[src/bus_pkg.sv]
`default_nettype none

package bus_pkg;

	// ==================================================
	// shared memory bus widths
	// ==================================================

	// byte address, the low two bits only matter to the fetch side
	typedef logic [31:0] addr_t;

	// one bus data word, always transferred whole
	typedef logic [31:0] word_t;

	// a single 16-bit instruction parcel
	typedef logic [15:0] half_t;

	// which peer a data phase returns to
	typedef enum logic {
		owner_fetch,
		owner_ls
	} owner_t;

endpackage

`default_nettype wire

[src/load_store_unit.sv]
`default_nettype none
`timescale 1ns/1ns

module load_store_unit (
	input  wire                 clk,
	input  wire                 rst_n,
	// request side, one access at a time
	input  wire bus_pkg::addr_t ls_addr,
	input  wire                 ls_write,
	input  wire bus_pkg::word_t ls_wdata,
	input  wire                 ls_vld,
	output logic                ls_rdy,
	output bus_pkg::word_t      ls_rdata,
	output logic                ls_rdata_vld,
	// bus master side
	output bus_pkg::addr_t      mem_addr,
	output logic                mem_write,
	output bus_pkg::word_t      mem_wdata,
	output logic                mem_addr_vld,
	input  wire                 mem_addr_rdy,
	input  wire bus_pkg::word_t mem_data,
	input  wire                 mem_data_vld
);
	import bus_pkg::*;

typedef enum logic [1:0] {
	ls_idle,
	ls_addr_ph,
	ls_data
} ls_state_t;

ls_state_t state;
addr_t     addr_q;
logic      write_q;
word_t     wdata_q;

// the bus sees only the registered copy, so it stays stable while held
assign ls_rdy       = state == ls_idle;
assign mem_addr     = addr_q;
assign mem_write    = write_q;
assign mem_wdata    = wdata_q;
assign mem_addr_vld = state == ls_addr_ph;

// a store finishes with the same pulse as a load, as its acknowledge
always_ff @(posedge clk or negedge rst_n) begin
	if (!rst_n) begin
		state        <= ls_idle;
		ls_rdata_vld <= 1'b0;
	end else begin
		ls_rdata_vld <= 1'b0;
		case (state)
			ls_idle: begin
				if (ls_vld) begin
					state <= ls_addr_ph;
				end
			end
			ls_addr_ph: begin
				if (mem_addr_rdy) begin
					state <= ls_data;
				end
			end
			ls_data: begin
				if (mem_data_vld) begin
					state        <= ls_idle;
					ls_rdata_vld <= 1'b1;
				end
			end
			default: state <= ls_idle;
		endcase
	end
end

always_ff @(posedge clk) begin
	if (ls_rdy && ls_vld) begin
		addr_q  <= ls_addr;
		write_q <= ls_write;
		wdata_q <= ls_wdata;
	end
	if (state == ls_data && mem_data_vld && !write_q) begin
		ls_rdata <= mem_data;
	end
end

endmodule

`default_nettype wire

[config.mk]
export PLATFORM = sky130hd
export DESIGN_NAME = load_store_unit
export DESIGN_NICKNAME = d
export VERILOG_FILES = /design/src/bus_pkg.sv /design/src/load_store_unit.sv
export SDC_FILE = /design/constraint.sdc
export NUM_CORES = 1
export LEC_CHECK = 0
export BUFFER_PORTS_ARGS = -buffer_cell sky130_fd_sc_hd__buf_2
export CAP_MARGIN = 10
export CELL_PAD_IN_SITES_DETAIL_PLACEMENT = 0
export CELL_PAD_IN_SITES_GLOBAL_PLACEMENT = 2
export CORE_ASPECT_RATIO = 2
export CORE_MARGIN = 5
export CORE_UTILIZATION = 27
export DETAILED_ROUTE_END_ITERATION = 8
export PLACE_DENSITY_LB_ADDON = 0.1
export SKIP_CTS_REPAIR_TIMING = 1
export SYNTH_ARGS = -nofsm -noshare
export SYNTH_HDL_FRONTEND = slang
export SYNTH_SLANG_ARGS = --single-unit
[constraint.sdc]
create_clock -name clk -period 3.6 [get_ports clk]
set_clock_uncertainty 0.2 [all_clocks]
set_input_delay 0.36 -clock clk [delete_from_list [all_inputs] [get_ports clk]]
set_output_delay 0.36 -clock clk [all_outputs]
set_load 0.005 [all_outputs]
== Word-level counts from Yosys, hierarchy flattened ==
Cells that the tools add are included.

* Output and inout port bits: 100
* Bits in registers: 100
* Logic and storage cells: 23
* Input bits: 102

* Reductions and logical operators: 6
* Equality and inequality tests: 5
* Muxes and demuxes: 6

{| class="wikitable"
|+ Operators with widths
! operator !! count
|-
| 2-to-1 mux 2 bit || 3
|-
| one-hot mux 2 bit (3 select lines) || 1
|-
| inequality test 2 bit (second input constant) || 2
|-
| logical AND 1 bit || 3
|-
| AND reduction 3 bit || 1
|-
| == test 2 x 1 -> 1 bit (second input constant) || 1
|-
| == test 2 bit (second input constant) || 1
|-
| logical NOT 2 bit || 1
|-
| 2-to-1 mux 1 bit || 2
|-
| inequality test 2 x 1 -> 1 bit (second input constant) || 1
|-
| logical NOT 1 bit || 1
|}

== Depth between registers and ports, before layout ==
* Depth in word-level cells: 3
* Depth in mapped cells: 2
* Depth with buffers taken out: 2

== Worst setup path before layout ==
OpenSTA, ideal clock, no wires.

* Path type: register to register
* Start: reg state[0]
* End: reg ls_rdata[0], enable pin
* Clock period less this slack: 3335 ps
* Setup time: 461 ps
* Slack: 265 ps
* Cell stages (with the launch flop): 2
* Data arrival time: 2674 ps
* Path buffers: 0
* Data required time: 2939 ps
* Path through: dfrtp_1 > nor3_1

* Word-level cells in the longest chain between the ends: 3

{| class="wikitable"
|+ Ends and longest elaborated chain
! item !! RTL line !! RTL
|-
| start: declaration || load_store_unit.sv:32 || <nowiki>ls_state_t state;</nowiki>
|-
| start signal: assignment || load_store_unit.sv:47 || <nowiki>state <= ls_idle;</nowiki>
|-
| start signal: assignment || load_store_unit.sv:54 || <nowiki>state <= ls_addr_ph;</nowiki>
|-
| start signal: assignment || load_store_unit.sv:59 || <nowiki>state <= ls_data;</nowiki>
|-
| == test 2 bit || load_store_unit.sv:79 || <nowiki>if (state == ls_data && mem_data_vld && !write_q) begin</nowiki>
|-
| logical AND 1 bit (2 in series) || load_store_unit.sv:79 ||
|-
| end signal: assignment || load_store_unit.sv:80 || <nowiki>ls_rdata <= mem_data;</nowiki>
|-
| end: declaration || load_store_unit.sv:13 || <nowiki>output bus_pkg::word_t ls_rdata,</nowiki>
|}

Every way passes these cells.
A chain may end at the register's enable or synchronous reset.

== Final worst setup path ==
* Start: reg state[0]
* End: reg wdata_q[26] (netlist: mem_wdata[26]), enable pin

* Word-level cells in the longest chain between the ends: 2

{| class="wikitable"
|+ Ends and longest elaborated chain
! item !! RTL line !! RTL
|-
| logical NOT 2 bit || load_store_unit.sv:38 || <nowiki>assign ls_rdy = state == ls_idle;</nowiki>
|-
| logical AND 1 bit || load_store_unit.sv:74 || <nowiki>if (ls_rdy && ls_vld) begin</nowiki>
|-
| end signal: assignment || load_store_unit.sv:77 || <nowiki>wdata_q <= ls_wdata;</nowiki>
|-
| end: declaration || load_store_unit.sv:35 || <nowiki>word_t wdata_q;</nowiki>
|}

Every way passes these cells.

==> results.py <==
metrics = {
    "global_route": {
        "grt_usage": 0.1133,
        "busiest_layer": "met2",
        "grt.met2_usage": 0.2050,
        "grt_pass1_wl_mm": 11.34,
        "grt_pass1_vias": 2021,
        "grtUsageMet3": 0.05749,
        "grt_max_degree": 66,
        "grt-ovfl-total": 0,
        "globalRouteMet1Util": 0.09909,
        "antenna_found_initial": 0,
    },
    "finish": {
        "fin_util": 0.4885,
        "nets": 519,
        "diodes": 0,
        "drive_gt1_frac": 0.5237,
        "area_growth_pct": 79.54,
        "stdcell_count": 564,
    },
    "critical_path": {
        "critPathMaxStageDelay_ns": 0.62,
        "worst-path-max-fanout": 65,
        "critPathKind": "flop to flop",
        "crit_required_ns": 3.36,
        "critPathBufInv": 1,
        "crit_chain": "nor2_1 -> and2_2 -> buf_4",
        "cp.arrival_ns": 1.74,
        "crit_path_start_kind": "flop",
        "crit_family": "buffers and inverters",
        "critPathCaptureType": "flop",
        "cp_slowest_cell": "buf_4",
    },
    "cts": {
        "cts_root_buf": "clkbuf_16",
        "clock_latency_ns": 0.33,
        "cts_buffers": 9,
        "cts_tree": "done",
        "clock_path_buffers": 2,
        "numClockSinks": 100,
        "clk_pin_slew_worst_paths_ns": 0.07,
        "htreeDepth": 3,
    },
    "detailed_routing": {
        "routed_wl_mm": 8.573,
        "routed_via_density": 3.876,
        "first_pass_iters": 4,
        "drtIter0Drc": 47,
        "wl_per_cell_um": 15.20,
        "num_vias": 2186,
        "ant_nets": 0,
        "drc": 0,
    },
    "synthesis": {
        "ys_seq_area_frac": 0.9791,
        "synth_fp_nets": 213,
        "synth-edff-count": 97,
        "ys_async_sr_fraction": 0.03000,
        "synthFlopType": "edfxtp_1",
        "syn_avg_cell_area_um2": 27.49,
        "ys_types": 11,
        "yosysWarningCount": 0,
        "synth_top_area_frac": 0.9545,
        "synth_cells": 111,
        "ys_top_cells_by_count": "edfxtp_1, dfrtp_1, nand2b_1, nor2_1",
        "synth_area_um2": 3052,
        "synth_top_cell_by_area": "edfxtp_1",
        "ys_top_cells_by_area": "edfxtp_1, dfrtp_1, nand2b_1",
        "synth.most_common_cell": "edfxtp_1",
        "synth-seq-cells": 100,
    },
    "pwr": {
        "powerDensity_nw_per_um2": 559.3,
        "cellLeakagePower_nw": 2.308,
        "irDropWorstVdd_v": 0.0002905,
    },
    "flow_run": {
        "drv_cap": 0,
    },
    "timing": {
        "grt_setup_unrepaired": "no",
        "whs_ns": 0.007834,
        "fin_crit_ns": 1.976,
        "drv_slew": 0,
        "slew_headroom": 0.4614,
        "tns_ns": 0,
        "fmax_mhz": 506.1,
        "hold_viol_final": 0,
        "worst_slew_pin_slew_ns": 0.8080,
        "setup_viol": 0,
        "period_share": 0.5488,
    },
    "placement": {
        "place.gp.congestion": 0.6613,
        "placedCellCount": 456,
        "io_buffer_count": 201,
        "hpwl_mm": 6.285,
    },
    "die": {
        "die_h_um": 160.4,
        "start_util": 0.2721,
        "coreArea_um2": 11220,
        "ios": 202,
        "rows": 55,
        "die_area_um2": 13660,
        "fp.dieW_um": 85.18,
    },
    "hold_path": {
        "hold_class": "primary input to flop",
    },
    "run_status": {
        "status": "complete, no violations",
    },
}
where the power goes:
| part | internal (mW) | total, mW | leakage (nW) | switching, mW |
|---|---|---|---|---|
| clock network | 0.547 | 0.958 | 0.149 | 0.411 |
| logic | 0.246 | 0.512 | 1.22 | 0.266 |
| registers | 1.54 | 1.59 | 0.939 | 0.0571 |
worst paths after layout:
| path | startpoint | endpoint | slack (ns) | cells past startpoint |
|---|---|---|---|---|
| max in group asynchronous | rst_n | state[0] | 2.93 | 2 |
| hold reg to reg | state[1] | state[0] | 0.32 | 1 |
| setup / recovery | state[0] | mem_wdata[26] | 1.62 | 3 |
| min in group asynchronous | rst_n | ls_rdata_vld | 0.15 | 2 |
| setup reg to reg | state[0] | mem_wdata[26] | 1.62 | 3 |
| hold / removal | ls_wdata[24] | mem_wdata[24] | 0.008 | 1 |
flip-flops by register name, summed over array words and instances (netlist names):
name,cells
ls_rdata,32
mem_write,1
ls_rdata_vld,1
mem_addr,32
mem_wdata,32
state,2
logic make-up (layout without fill, tap and decap cells):
group	count (synthesis)	after routing	share of synthesized area
buf+inv	0	311	0
flops	100	100	0.9791
compound gates	2	2	0.004099
simple gates	9	9	0.01681
cell usage in the layout, fill, tap and decap left out:
cell,n
a21o_1,1
bufinv_16,1
edfxtp_1,97
nor3_2,1
clkbuf_1,1
dlygate4sd3_1,92
clkbuf_16,9
nand2_1,1
a21oi_1,1
nand2b_1,2
clkinv_4,2
buf_2,201
nor3b_1,1
nor2_1,2
inv_8,1
buf_4,2
dfrtp_1,3
inv_6,1
and2_2,1
clkinv_2,1
nor2b_2,1
area by class of cell:
cell class | instances | area (µm²)
fillers | 963 | 5738
flip-flops and latches | 100 | 2988
repair buffers | 295 | 1942
clock buffers | 10 | 229.0
well taps | 142 | 177.7
clock inverters | 6 | 72.57
multi-input cells | 11 | 70.07
worst reg2reg max path, cell delays in order (launching register included):
cell,delay (ns)
dfrtp_1,0.44
nor2_1,0.15
and2_2,0.15
buf_4,0.62
through the flow:
| stage | worst slack, ns | total power [mW] | cell area [µm²] |
|---|---|---|---|
| 6_report | 1.624 | 3.065 | 5479 |
| 5_1_grt | 1.487 | 3.213 | 5479 |
| 4_1_cts | 1.599 | 3.044 | 4558 |
| 3_5_place_dp | 1.609 | 2.067 | 4257 |
| 3_3_place_gp | 1.626 | 2.062 | 4257 |
| 2_1_floorplan | 0.2654 | 1.767 | 3052 |
per-layer routing:
metal  vias up  wire length (µm)  share of wire
met5         -                 0              0
met3        11               963           0.11
met2       141              4658           0.54
met1       976              2768           0.32
met4         0               182          0.021
li1       1058                 -              -
Power figures use the tool's default switching activity.
