**config.mk**
```make
export PLATFORM = sky130hd
export DESIGN_NAME = mem_arbiter
export DESIGN_NICKNAME = d
export VERILOG_FILES = /design/src/bus_pkg.sv /design/src/mem_arbiter.sv
export SDC_FILE = /design/constraint.sdc
export NUM_CORES = 1
export LEC_CHECK = 0
export ABC_AREA = 1
export BUFFER_PORTS_ARGS = -buffer_cell sky130_fd_sc_hd__buf_2
export CAP_MARGIN = 25
export CORE_AREA = 2 2 66 68
export CTS_BUF_LIST = sky130_fd_sc_hd__clkbuf_16
export DETAILED_ROUTE_END_ITERATION = 10
export DIE_AREA = 0 0 68 70
export HOLD_SLACK_MARGIN = 0.06
export PLACE_DENSITY_LB_ADDON = 0.25
export SKIP_LAST_GASP = 1
export SYNTH_ARGS = -nofsm -noshare
export SYNTH_HDL_FRONTEND = slang
export SYNTH_SLANG_ARGS = --single-unit
```
**constraint.sdc**
```tcl
create_clock -name clk -period 1.4 [get_ports clk]
set_input_delay 0.14 -clock clk [delete_from_list [all_inputs] [get_ports clk]]
set_output_delay 0.14 -clock clk [all_outputs]
set_load 0.01 [all_outputs]
```
**src/bus_pkg.sv**
```systemverilog
`default_nettype none

package bus_pkg;

	// ==================================================
	// shared memory bus widths
	// ==================================================

	// byte address, the low two bits only matter to the fetch side
	typedef logic [31:0] addr_t;

	// one bus data word, always transferred whole
	typedef logic [31:0] word_t;

	// a single 16-bit instruction parcel
	typedef logic [15:0] half_t;

	// which peer a data phase returns to
	typedef enum logic {
		owner_fetch,
		owner_ls
	} owner_t;

endpackage

`default_nettype wire

```
**src/mem_arbiter.sv**
```systemverilog
`default_nettype none
`timescale 1ns/1ns

module mem_arbiter (
	input  wire                 clk,
	input  wire                 rst_n,
	// fetch peer, reads only
	input  wire bus_pkg::addr_t fetch_addr,
	input  wire                 fetch_addr_vld,
	output logic                fetch_addr_rdy,
	output logic                fetch_data_vld,
	// load/store peer
	input  wire bus_pkg::addr_t ls_addr,
	input  wire                 ls_write,
	input  wire bus_pkg::word_t ls_wdata,
	input  wire                 ls_addr_vld,
	output logic                ls_addr_rdy,
	output logic                ls_data_vld,
	// towards the SRAM
	output bus_pkg::addr_t      bus_addr,
	output logic                bus_write,
	output bus_pkg::word_t      bus_wdata,
	output logic                bus_addr_vld,
	input  wire                 bus_addr_rdy,
	input  wire                 bus_data_vld
);
	import bus_pkg::*;

owner_t     grant;
logic       hold_vld;
owner_t     hold_owner;
owner_t     owner_q [2];
logic [1:0] owner_count;
logic       push;
logic       pop;

// ==================================================
// address phase
// ==================================================

// a request left waiting keeps its grant, otherwise load/store goes first
always_comb begin
	if (hold_vld) begin
		grant = hold_owner;
	end else if (ls_addr_vld) begin
		grant = owner_ls;
	end else begin
		grant = owner_fetch;
	end
end

assign bus_addr       = grant == owner_ls ? ls_addr : fetch_addr;
assign bus_write      = grant == owner_ls && ls_write;
assign bus_wdata      = ls_wdata;
assign bus_addr_vld   = grant == owner_ls ? ls_addr_vld : fetch_addr_vld;
assign fetch_addr_rdy = grant == owner_fetch && bus_addr_rdy;
assign ls_addr_rdy    = grant == owner_ls && bus_addr_rdy;

always_ff @(posedge clk or negedge rst_n) begin
	if (!rst_n) begin
		hold_vld   <= 1'b0;
		hold_owner <= owner_fetch;
	end else begin
		hold_vld   <= bus_addr_vld && !bus_addr_rdy;
		hold_owner <= grant;
	end
end

// ==================================================
// data phase routing
// ==================================================

assign push = bus_addr_vld && bus_addr_rdy;
assign pop  = bus_data_vld;

// returns come back in order, so the head names the current owner
assign fetch_data_vld = pop && owner_q[0] == owner_fetch;
assign ls_data_vld    = pop && owner_q[0] == owner_ls;

always_ff @(posedge clk or negedge rst_n) begin
	if (!rst_n) begin
		owner_count <= 2'd0;
	end else begin
		owner_count <= owner_count + 2'(push) - 2'(pop);
	end
end

// a push in the same cycle as a pop lands one slot lower
always_ff @(posedge clk) begin
	if (pop) begin
		owner_q[0] <= owner_q[1];
	end
	if (push) begin
		owner_q[1'(owner_count - 2'(pop))] <= grant;
	end
end

endmodule

`default_nettype wire

```
# [Word level (Yosys, flattened, before mapping)]
# Memory sizes are Yosys's and may differ from the RTL's.
# Cells that the tools add are included.
[classes] add_sub_neg=3 n_mux=8 n_bitwise=2 n_reduce_logical=8
[ops] cell="two-way mux 32 bit" n=1
[ops] cell="logical AND 1 bit" n=7
[ops] cell="two-way mux 1 bit" n=7
[ops] cell="adder 2 x 1 -> 2 bit" n=1
[ops] cell="NOT 1 bit" n=2
[ops] cell="subtractor 2 x 1 -> 2 bit" n=1
[ops] cell="zero test 1 bit" n=1
[ops] cell="subtractor 1 bit" n=1
[totals] ff_bits=4 ramBits=2 in_bits=103 elab_cells=25 memories=1
[mem_list] memory="owner_q" words=2 word_bits=1 read_ports=2 rd_clocked_by_memory_dff=0 write_ports=2 line="mem_arbiter.sv:32" rtl="owner_t owner_q [2];"

# [Longest topological paths before layout]
# Gate-level depths: netlist of run 1.
[depth] ltp_word=6 ltp_mapped=7 mapped_depth_nobuf=7

# [Worst setup path after synthesis of run 1]
# OpenSTA, ideal clock, no wires.
[synth_timing] path_kind="reg-to-reg" startpoint="register hold_vld" endpoint="memory owner_q[1] (netlist name), enable pin" t_arrival_ns=0.926 required_ns=1.110 path_slack_ns=0.183 path_stages_with_launch=6 synth_period_minus_slack_ns=1.217 path_cell_list="dfrtp_1 > nand2_1 > nand3_1 > nand2_1 > nand3b_1 > inv_1"
[synth_rtl] element="start: declaration" line="mem_arbiter.sv:30" rtl="logic hold_vld;"
[synth_rtl] element="start signal: assignment" line="mem_arbiter.sv:64" rtl="hold_vld <= bus_addr_vld && !bus_addr_rdy;"
[synth_rtl] element="end: declaration" line="mem_arbiter.sv:32"

# [Final worst setup path of run 1]
[layout_timing] startpoint="register hold_vld" endpoint="output port bus_addr[9]"
[layout_between] elab_chain_len=2
[layout_rtl] element="two-way mux 1 bit" line="mem_arbiter.sv:43" rtl="if (hold_vld) begin"
[layout_rtl] element="two-way mux 32 bit" line="mem_arbiter.sv:52" rtl="assign bus_addr = grant == owner_ls ? ls_addr : fetch_addr;"
[layout_rtl] element="end: declaration" line="mem_arbiter.sv:20" rtl="output bus_pkg::addr_t bus_addr,"
# No other way between the ends.

==> results of run 1 <==
[layout make-up]
type	instances	area, µm²
Fill cell	463	2620
Timing Repair Buffer	117	671
Multi-Input combinational cell	122	526
Sequential cell	5	135
Clock buffer	3	75.1
Tap cell	52	65.1
Inverter	10	45.0
Clock inverter	1	3.75
[metrics by stage]
stage / area, µm² / hold WS (ns) / power [mW] / utilization / setup TNS, ns
after global placement: 1320 / -0.0575 / 0.761 / 0.319 / 0
final: 1520 / 0.164 / 1.30 / 0.367 / -0.915
after CTS: 1460 / 0.160 / 1.27 / 0.352 / -1.63
after detailed placement: 1320 / -0.0547 / 0.763 / 0.319 / 0
after global routing: 1520 / 0.171 / 1.38 / 0.367 / -2.99
after floorplan: 948 / -0.156 / 0.587 / - / 0
[cells in the mapped netlist, drive strengths merged]
| library cell | count | share of area |
|---|---|---|
| o21ai | 1 | 0.0053 |
| edfxtp | 2 | 0.063 |
| dfrtp | 3 | 0.079 |
| a21oi | 1 | 0.0053 |
| nand4 | 2 | 0.013 |
| nand3b | 2 | 0.016 |
| nand3 | 3 | 0.016 |
| nand2 | 109 | 0.44 |
| inv | 10 | 0.040 |
| nor2 | 4 | 0.016 |
| buf | 38 | 0.30 |
[routing by layer]
| metal | wire length, µm | GRT usage |
|---|---|---|
| met1 | 1100 | 0.0927 |
| met2 | 1610 | 0.230 |
| met4 | 42 | 0.0422 |
| met3 | 253 | 0.0161 |
| met5 | 0 | 0 |
[state kept, by name (all words and copies together), names as in the netlist]
name	flops
hold_vld	1
owner_q	2
owner_count	1
hold_owner	1
[cells by family after synthesis]
family,synth area share
AOI/OAI and AO/OA,0.0105
buffers and inverters,0.344
DFF,0.142
and+or+nand+nor,0.503
[power by group through the flow]
| stage | clock [mW] | sequential, mW | combinational [mW] |
|---|---|---|---|
| floorplan | 0 | 0.184 | 0.403 |
| global placement | 0 | 0.185 | 0.575 |
| detailed placement | 0 | 0.186 | 0.577 |
| CTS | 0.473 | 0.185 | 0.613 |
| global route | 0.483 | 0.187 | 0.714 |
| finish | 0.467 | 0.185 | 0.644 |
[worst paths after layout]
path | to | start | cells past startpoint | slack [ns]
setup / recovery | bus_addr[9] | hold_vld | 8 | -0.05
max in group asynchronous | owner_count[0] | rst_n | 2 | 1.05
hold / removal | hold_vld | bus_addr_rdy | 2 | 0.16
min in group asynchronous | hold_owner | rst_n | 2 | 0.24
setup reg to reg | owner_q[1] | hold_vld | 7 | 0.11
hold reg to reg | owner_q[0] | owner_q[1] | 2 | 0.51
[timing repair]
action                                 CTS  global route
resized for setup                        9            10
gates cloned                             1             1
hold buffers                             1             0
pin swaps                                1             2
setup endpoints to repair               35            36
buffers inserted                         2             0
endpoints found under the hold margin    3             0
==> flow_results.org, run 1 <==
** Job
- Total of max-cap violations :: 0

** Die
- Total number of placement rows :: 24
- From bottom edge to top edge, the die measures 70 µm.
- Initial Utilization :: 0.229
- Total Die Area :: 4760 µm²
- The core region is 4140 µm².
- The die is 68 µm wide.
- Ports :: 173

** Pwr
- The worst-case IR drop observed on VDD is 311 µV.
- Pleak :: 1.01 nW
- Switching share of power :: 0.343
- Of the total power, registers draw 0.143.
- NetSw :: 445 µW
- Power density over cell area :: 852 nW/µm²
- The share of total power dissipated in combinational logic is 0.497.
- Internal power comes to 851 µW.
- Clock group share of total power :: 0.361

** Yosys
- The Yosys step of the flow raised 0 warnings.
- Flip-flop and latch count after synthesis :: 5
- Counting every instance in the synthesized netlist gives 175.
- Syn_area_per_cell :: 5.42 µm²
- The share of the Yosys chip area taken by registers is 0.142.
- The cell area that synthesis handed to floorplanning was 948 µm².
- Synthesized netlist net count :: 278
- Post-synthesis cell type count :: 16

** Worst setup path
- Along the worst path, the maximum fanout reaches 12.
- Traced cell by cell, the critical path runs through inv_2 > nand2_4 > nand2_8 > inv_8 > clkbuf_16 > nand2_1 > nand2_1 > buf_2.
- The kind of cell with the highest combined delay along the critical path is buffers and inverters.
- The worst setup path is captured at a primary output.
- Delay of the slowest critical-path stage :: 0.40 ns
- Among all stages on the critical path, the largest delay is contributed by sky130_fd_sc_hd__dfrtp_1.
- Total buffers and inverters traversed by the critical path :: 4
- Kind of start point of the critical path :: flop
- Data required time at the worst endpoint :: 1.26 ns
- The cell that appears most often on the critical path is sky130_fd_sc_hd__nand2_1.
- The critical path is of the flop to primary output type.
- STA puts the critical path data arrival time at 1.31 ns.

** Timing
- Setup violations remaining at the end of the flow were counted as 32.
- Final critical delay including setup and external delays :: 1.45 ns
- The clock arrives with 0.00208 ns of skew.
- Worst slew slack as a fraction of its limit :: 0.812
- Period utilisation layout :: 1.04
- Highest Clock Rate :: 0.687 GHz
- Number of max-slew violations in the final report :: 0
- Setup repair after global routing could not meet its margin everywhere.
- The number of endpoints with negative hold slack in the final report is 0.
- Across all setup checks in the final design, the least slack found is -0.0549 ns.
- Slew of the pin with the lowest slew margin :: 0.278 ns

** Placement
- At the end of routability-driven placement, the weighted congestion stood at 0.685.
- Final HPWL from detailed placement :: 2290 µm
- Post-Place Setup Slack :: 0.0919 ns
- Buffers placed on the I/O ports in this run total 108.
- The number of placed instances, taps included, is 301.

** Route
- In this run, the number of DRC markers left after iteration 0 of detailed routing was 26.
- For this block, the routed nets add up to 3010 µm of wire.
- Via density :: 4.04
- For this run, design rule violations remaining after detail routing come to 0.
- In this run the remaining antenna-violating nets after routing total 0.
- Vias after detailed routing :: 1253
- Length of the first detailed-routing pass in iterations :: 4
- Dividing the detail-routed wire length by the instance count gives 9.72 µm.

** Final layout
- Fin cells :: 310
- Most common cell after layout, fill and taps aside :: sky130_fd_sc_hd__buf_2
- Fraction of final layout cells with drive strength greater than 1 :: 0.508
- The area growth from synthesis to layout is 60.3%.
- Commonest cells after routing, fill and taps aside :: sky130_fd_sc_hd__buf_2 (107), sky130_fd_sc_hd__nand2_1 (101), sky130_fd_sc_hd__inv_1 (9)
- The number of antenna diodes in the final layout is 0.
- The net count of the finished layout is 362.

** Global route
- The total overflow left after global routing is 0.
- In the global route stage, overall resource usage came out at 0.109.
- Entering global routing, the biggest net connects 25 pins.
- First-pass GRT wire length :: 4130 µm
- Vias in the first global route :: 1067
- Antenna violations before repair :: 0

** Worst hold path
- Worst hold-check path type :: input pin to flop

** Run status
- Violated checks :: setup timing
- Result of the run :: finished with violations

** CTS
- After clock tree synthesis, the clock-pin slew on the worst setup and hold paths is 0.04 ns.
- CTS built an H-tree with a depth of 1.
- Clock sink count :: 5
- Maximum clock insertion buffer count :: 2
- The tree is rooted in a sky130_fd_sc_hd__clkbuf_16.
- Clock latency on the worst-skew pair :: 0.23 ns
- Number of buffers inserted during clock tree synthesis :: 3
- TritonCTS built the clock tree.
No activity file was read; power rests on OpenSTA's default activity.
==> run 2, diff against run 1 <==
--- a/config.mk
+++ b/config.mk
@@ -8,13 +8,13 @@
 export ABC_AREA = 1
 export BUFFER_PORTS_ARGS = -buffer_cell sky130_fd_sc_hd__buf_2
 export CAP_MARGIN = 25
-export CORE_AREA = 2 2 66 68
+export CORE_MARGIN = 5
+export CORE_UTILIZATION = 27
 export CTS_BUF_LIST = sky130_fd_sc_hd__clkbuf_16
 export DETAILED_ROUTE_END_ITERATION = 10
-export DIE_AREA = 0 0 68 70
 export HOLD_SLACK_MARGIN = 0.06
+export MAX_ROUTING_LAYER = met4
 export PLACE_DENSITY_LB_ADDON = 0.25
-export SKIP_LAST_GASP = 1
 export SYNTH_ARGS = -nofsm -noshare
 export SYNTH_HDL_FRONTEND = slang
 export SYNTH_SLANG_ARGS = --single-unit
==> run 2 against run 1 <==
  * The run still ends with setup timing left
  * Worst setup slack gained 0.011 ns
  * Critical path type unchanged
  * Register-to-register slack lost 0.03 ns
  * Non-clock buffer count grew 2
==> flow_results.org, run 2 (synthesis gave the netlist of run 1 again) <==
** Worst setup path
- Depth of the worst register-to-register path :: 6 (-1)
- The kind of cell with the highest combined delay along the critical path is buffers and inverters.
- In this run the critical register-to-register path is launched from hold_vld.
- The arrival time at the worst endpoint was 1.30 ns (about the same).
- Total buffers and inverters traversed by the critical path :: 4 (unchanged)
- Type of the worst setup path :: flop to primary output
- Worst path cell trace :: inv_2 > nand2_4 > nand2_8 > inv_8 > clkbuf_16 > nand2_1 > nand2_1 > buf_2
- Reg-to-reg endpoint :: owner_q[1]
- The worst setup slack for register-to-register paths came to 0.08 ns (-0.03 ns).
- STA classifies the critical path endpoint as a primary output.
- Library cell appearing most often on the critical path :: sky130_fd_sc_hd__nand2_1
- Launch point of the critical path :: hold_vld
- Kind of start point of the critical path :: flop
- On the critical path, the stage with the largest delay is an instance of sky130_fd_sc_hd__dfrtp_1.
- Critical-path maximum fanout :: 6 (-6)
- Delay of the slowest critical-path stage :: 0.40 ns (about the same)
- Data required time at the worst endpoint :: 1.26 ns (about the same)

** Route
- The first-iteration detailed-routing DRC count was 67 (+160%).
- The residual antenna-violating net count after detailed routing was 0 (unchanged).
- The length of the first detailed-routing pass in iterations is 4 (unchanged).
- Vias after detailed routing :: 1272 (+1.5%)
- The total DRC errors in the routed layout was 0 (unchanged).
- Via density :: 4.16 (+2.8%)
- Sum of routed wire length over all layers :: 3440 µm (+14%)
- The wire length per cell after detailed routing came to 11.2 µm (+16%).

** Run status
- The flow ran to the end, but the final reports show violations.
- The checks that failed: setup timing.

** Placement
- The cell area after placement is 1300 µm² (-1.5%).
- The count of port buffers added during placement is 108 (unchanged).
- Placed cell count :: 295 (-2.0%)
- The global placer's final weighted congestion came to 0.781 (+14%).
- Final HPWL from detailed placement :: 2660 µm (+16%)

** Timing
- Final hold violation count :: 0 (unchanged)
- Slew of the pin with the lowest slew margin :: 0.267 ns (-0.0117 ns)
- The achievable clock frequency was 0.693 GHz (+0.77%).
- # setup viols final :: 32 (unchanged)
- The final clock skew is 0.000390 ns (-0.00169 ns).
- The total negative slack is -0.867 ns (+0.0482 ns).
- The relative max-transition margin came to 0.820 (+0.00785).
- Number of max-slew violations in the final report :: 0 (unchanged)
- Worst setup margin :: -0.0438 ns (+0.0111 ns)
- The minimum period implied by the final worst setup slack was 1.44 ns (-0.0111 ns).
- Setup repair after global routing could not meet its margin everywhere.
- The final critical-path share of the clock period came to 1.03 (-0.00795).

** CTS
- The number of levels in the clock H-tree was 1 (unchanged).
- The total clock buffers created by CTS was 3 (unchanged).
- The maximum number of buffers from clock root to sink was 2 (unchanged).
- Clk pin slew, worst setup/hold paths :: 0.03 ns (about the same)
- Clock tree synthesis selected as its root buffer the cell sky130_fd_sc_hd__clkbuf_16.
- The CTS sink count was 5 (unchanged).
- Clock latency on the worst-skew pair :: 0.23 ns (about the same)
- TritonCTS clock tree :: done

** Final layout
- Finished Cell Area :: 1560 µm² (+2.4%)
- Area delta synth->final :: 64.1%
- The count of non-filler cells in the finished layout was 306 (-1.3%).
- Net total in the final layout :: 364 (+0.55%)
- Fill cells :: 376 (-19%)
- ANT cells :: 0 (unchanged)
- The share of cells above drive strength 1 is 0.535 (+0.0269).
- The top cell types in the final layout, fill and taps aside, are sky130_fd_sc_hd__buf_2 (106), sky130_fd_sc_hd__nand2_1 (95), sky130_fd_sc_hd__nand2_2 (11).
- Max reg flops :: 2 (unchanged)
- Reg with most FFs :: owner_q
- The library cell used most frequently in the layout, excluding fill and tap cells, is sky130_fd_sc_hd__buf_2.

** Global route
- Global-route usage over all layers :: 0.136 (+0.0269)
- The number of global-route vias before repair came to 1251 (+17%).
- Global route overflow :: 0 (unchanged)
- The global-route wire length before repair was 5380 µm (+30%).
- The initial antenna violation count came to 0 (unchanged).
- The pin count of the biggest net entering global routing is 23 (-8.0%).

** Die
- Ports :: 173 (unchanged)
- The effective utilization at floorplan is 0.282 (+0.0531).
- The overall die height was 69.3 µm (-1.0%).
- The horizontal die dimension is 69.3 µm (+1.9%).
- The die outline area is 4800 µm² (+0.79%).
- Total number of placement rows :: 21 (-13%)
- Core Region :: 3360 µm² (-19%)

** Pwr
- Max VDD drop :: 364 µV (+17%)
- The power per cell area came to 851 nW/µm² (-0.13%).
- Pleak :: 1.03 nW (+1.9%)

** Job
- Total of max-cap violations :: 0 (unchanged)

** Worst hold path
- Endpoint of the worst hold path :: hold_vld
- The number of cells traversed by the worst hold path is 2 (unchanged).
- Worst hold-check path type :: input pin to flop
- Hold Path Origin :: bus_addr_rdy
-- run 2: layout make-up --
type | instances | area, µm² | share of cell area
clock inverters | 1 | 3.75 | 0.00241
inverters | 10 | 45.0 | 0.0289
well taps | 46 | 57.6 | 0.0370
flip-flops and latches | 5 | 135 | 0.0868
repair buffers | 119 | 699 | 0.449
multi-input cells | 122 | 541 | 0.347
clock buffers | 3 | 75.1 | 0.0482
-- run 2: metrics by stage --
step	util	hold WS, ns	total power, mW	setup slack, ns
finish	0.463	0.152	1.33	-0.0438
global route	0.463	0.173	1.43	-0.113
CTS	0.427	0.148	1.27	-0.0693
detailed placement	0.387	-0.0606	0.756	0.113
global placement	0.387	-0.0612	0.754	0.128
floorplan	-	-0.156	0.587	0.183
-- run 2: what timing repair did --
action                                 CTS  global route
hold buffers                             1             0
pin swaps                                1             3
setup endpoints to repair               35            36
gates cloned                             1             2
endpoints found under the hold margin    3             0
resized for setup                       11            19
setup buffers                            1             2
-- run 2: layer usage --
metal  GRT usage  wire length (µm)
met5           -                 0
met4      0.0889               130
met3      0.0420               384
met2       0.230              1710
met1       0.133              1210
-- run 2: how the worst max path moves through the flow --
stage,end,slack [ns],depth (start not counted)
2_1_floorplan,owner_q[1],0.18,5
3_3_place_gp,bus_addr[30],0.13,7
3_5_place_dp,bus_addr[30],0.11,7
4_1_cts,bus_addr[30],-0.07,7
5_1_grt,bus_addr[11],-0.11,8
6_report,bus_addr[9],-0.04,8
-- run 2: worst register-to-register path, delay by kind of cell, from the launching register on --
family	cells	cell delay [ns]
buf+inv	2	0.20
flops	1	0.40
simple gates	4	0.42
-- run 2: power by group --
group          internal [mW]  leakage [nW]  switching, mW
Clock                  0.370        0.0423         0.0945
Combinational          0.326         0.930          0.349
Sequential             0.175        0.0552         0.0111
Total                  0.870          1.03          0.455
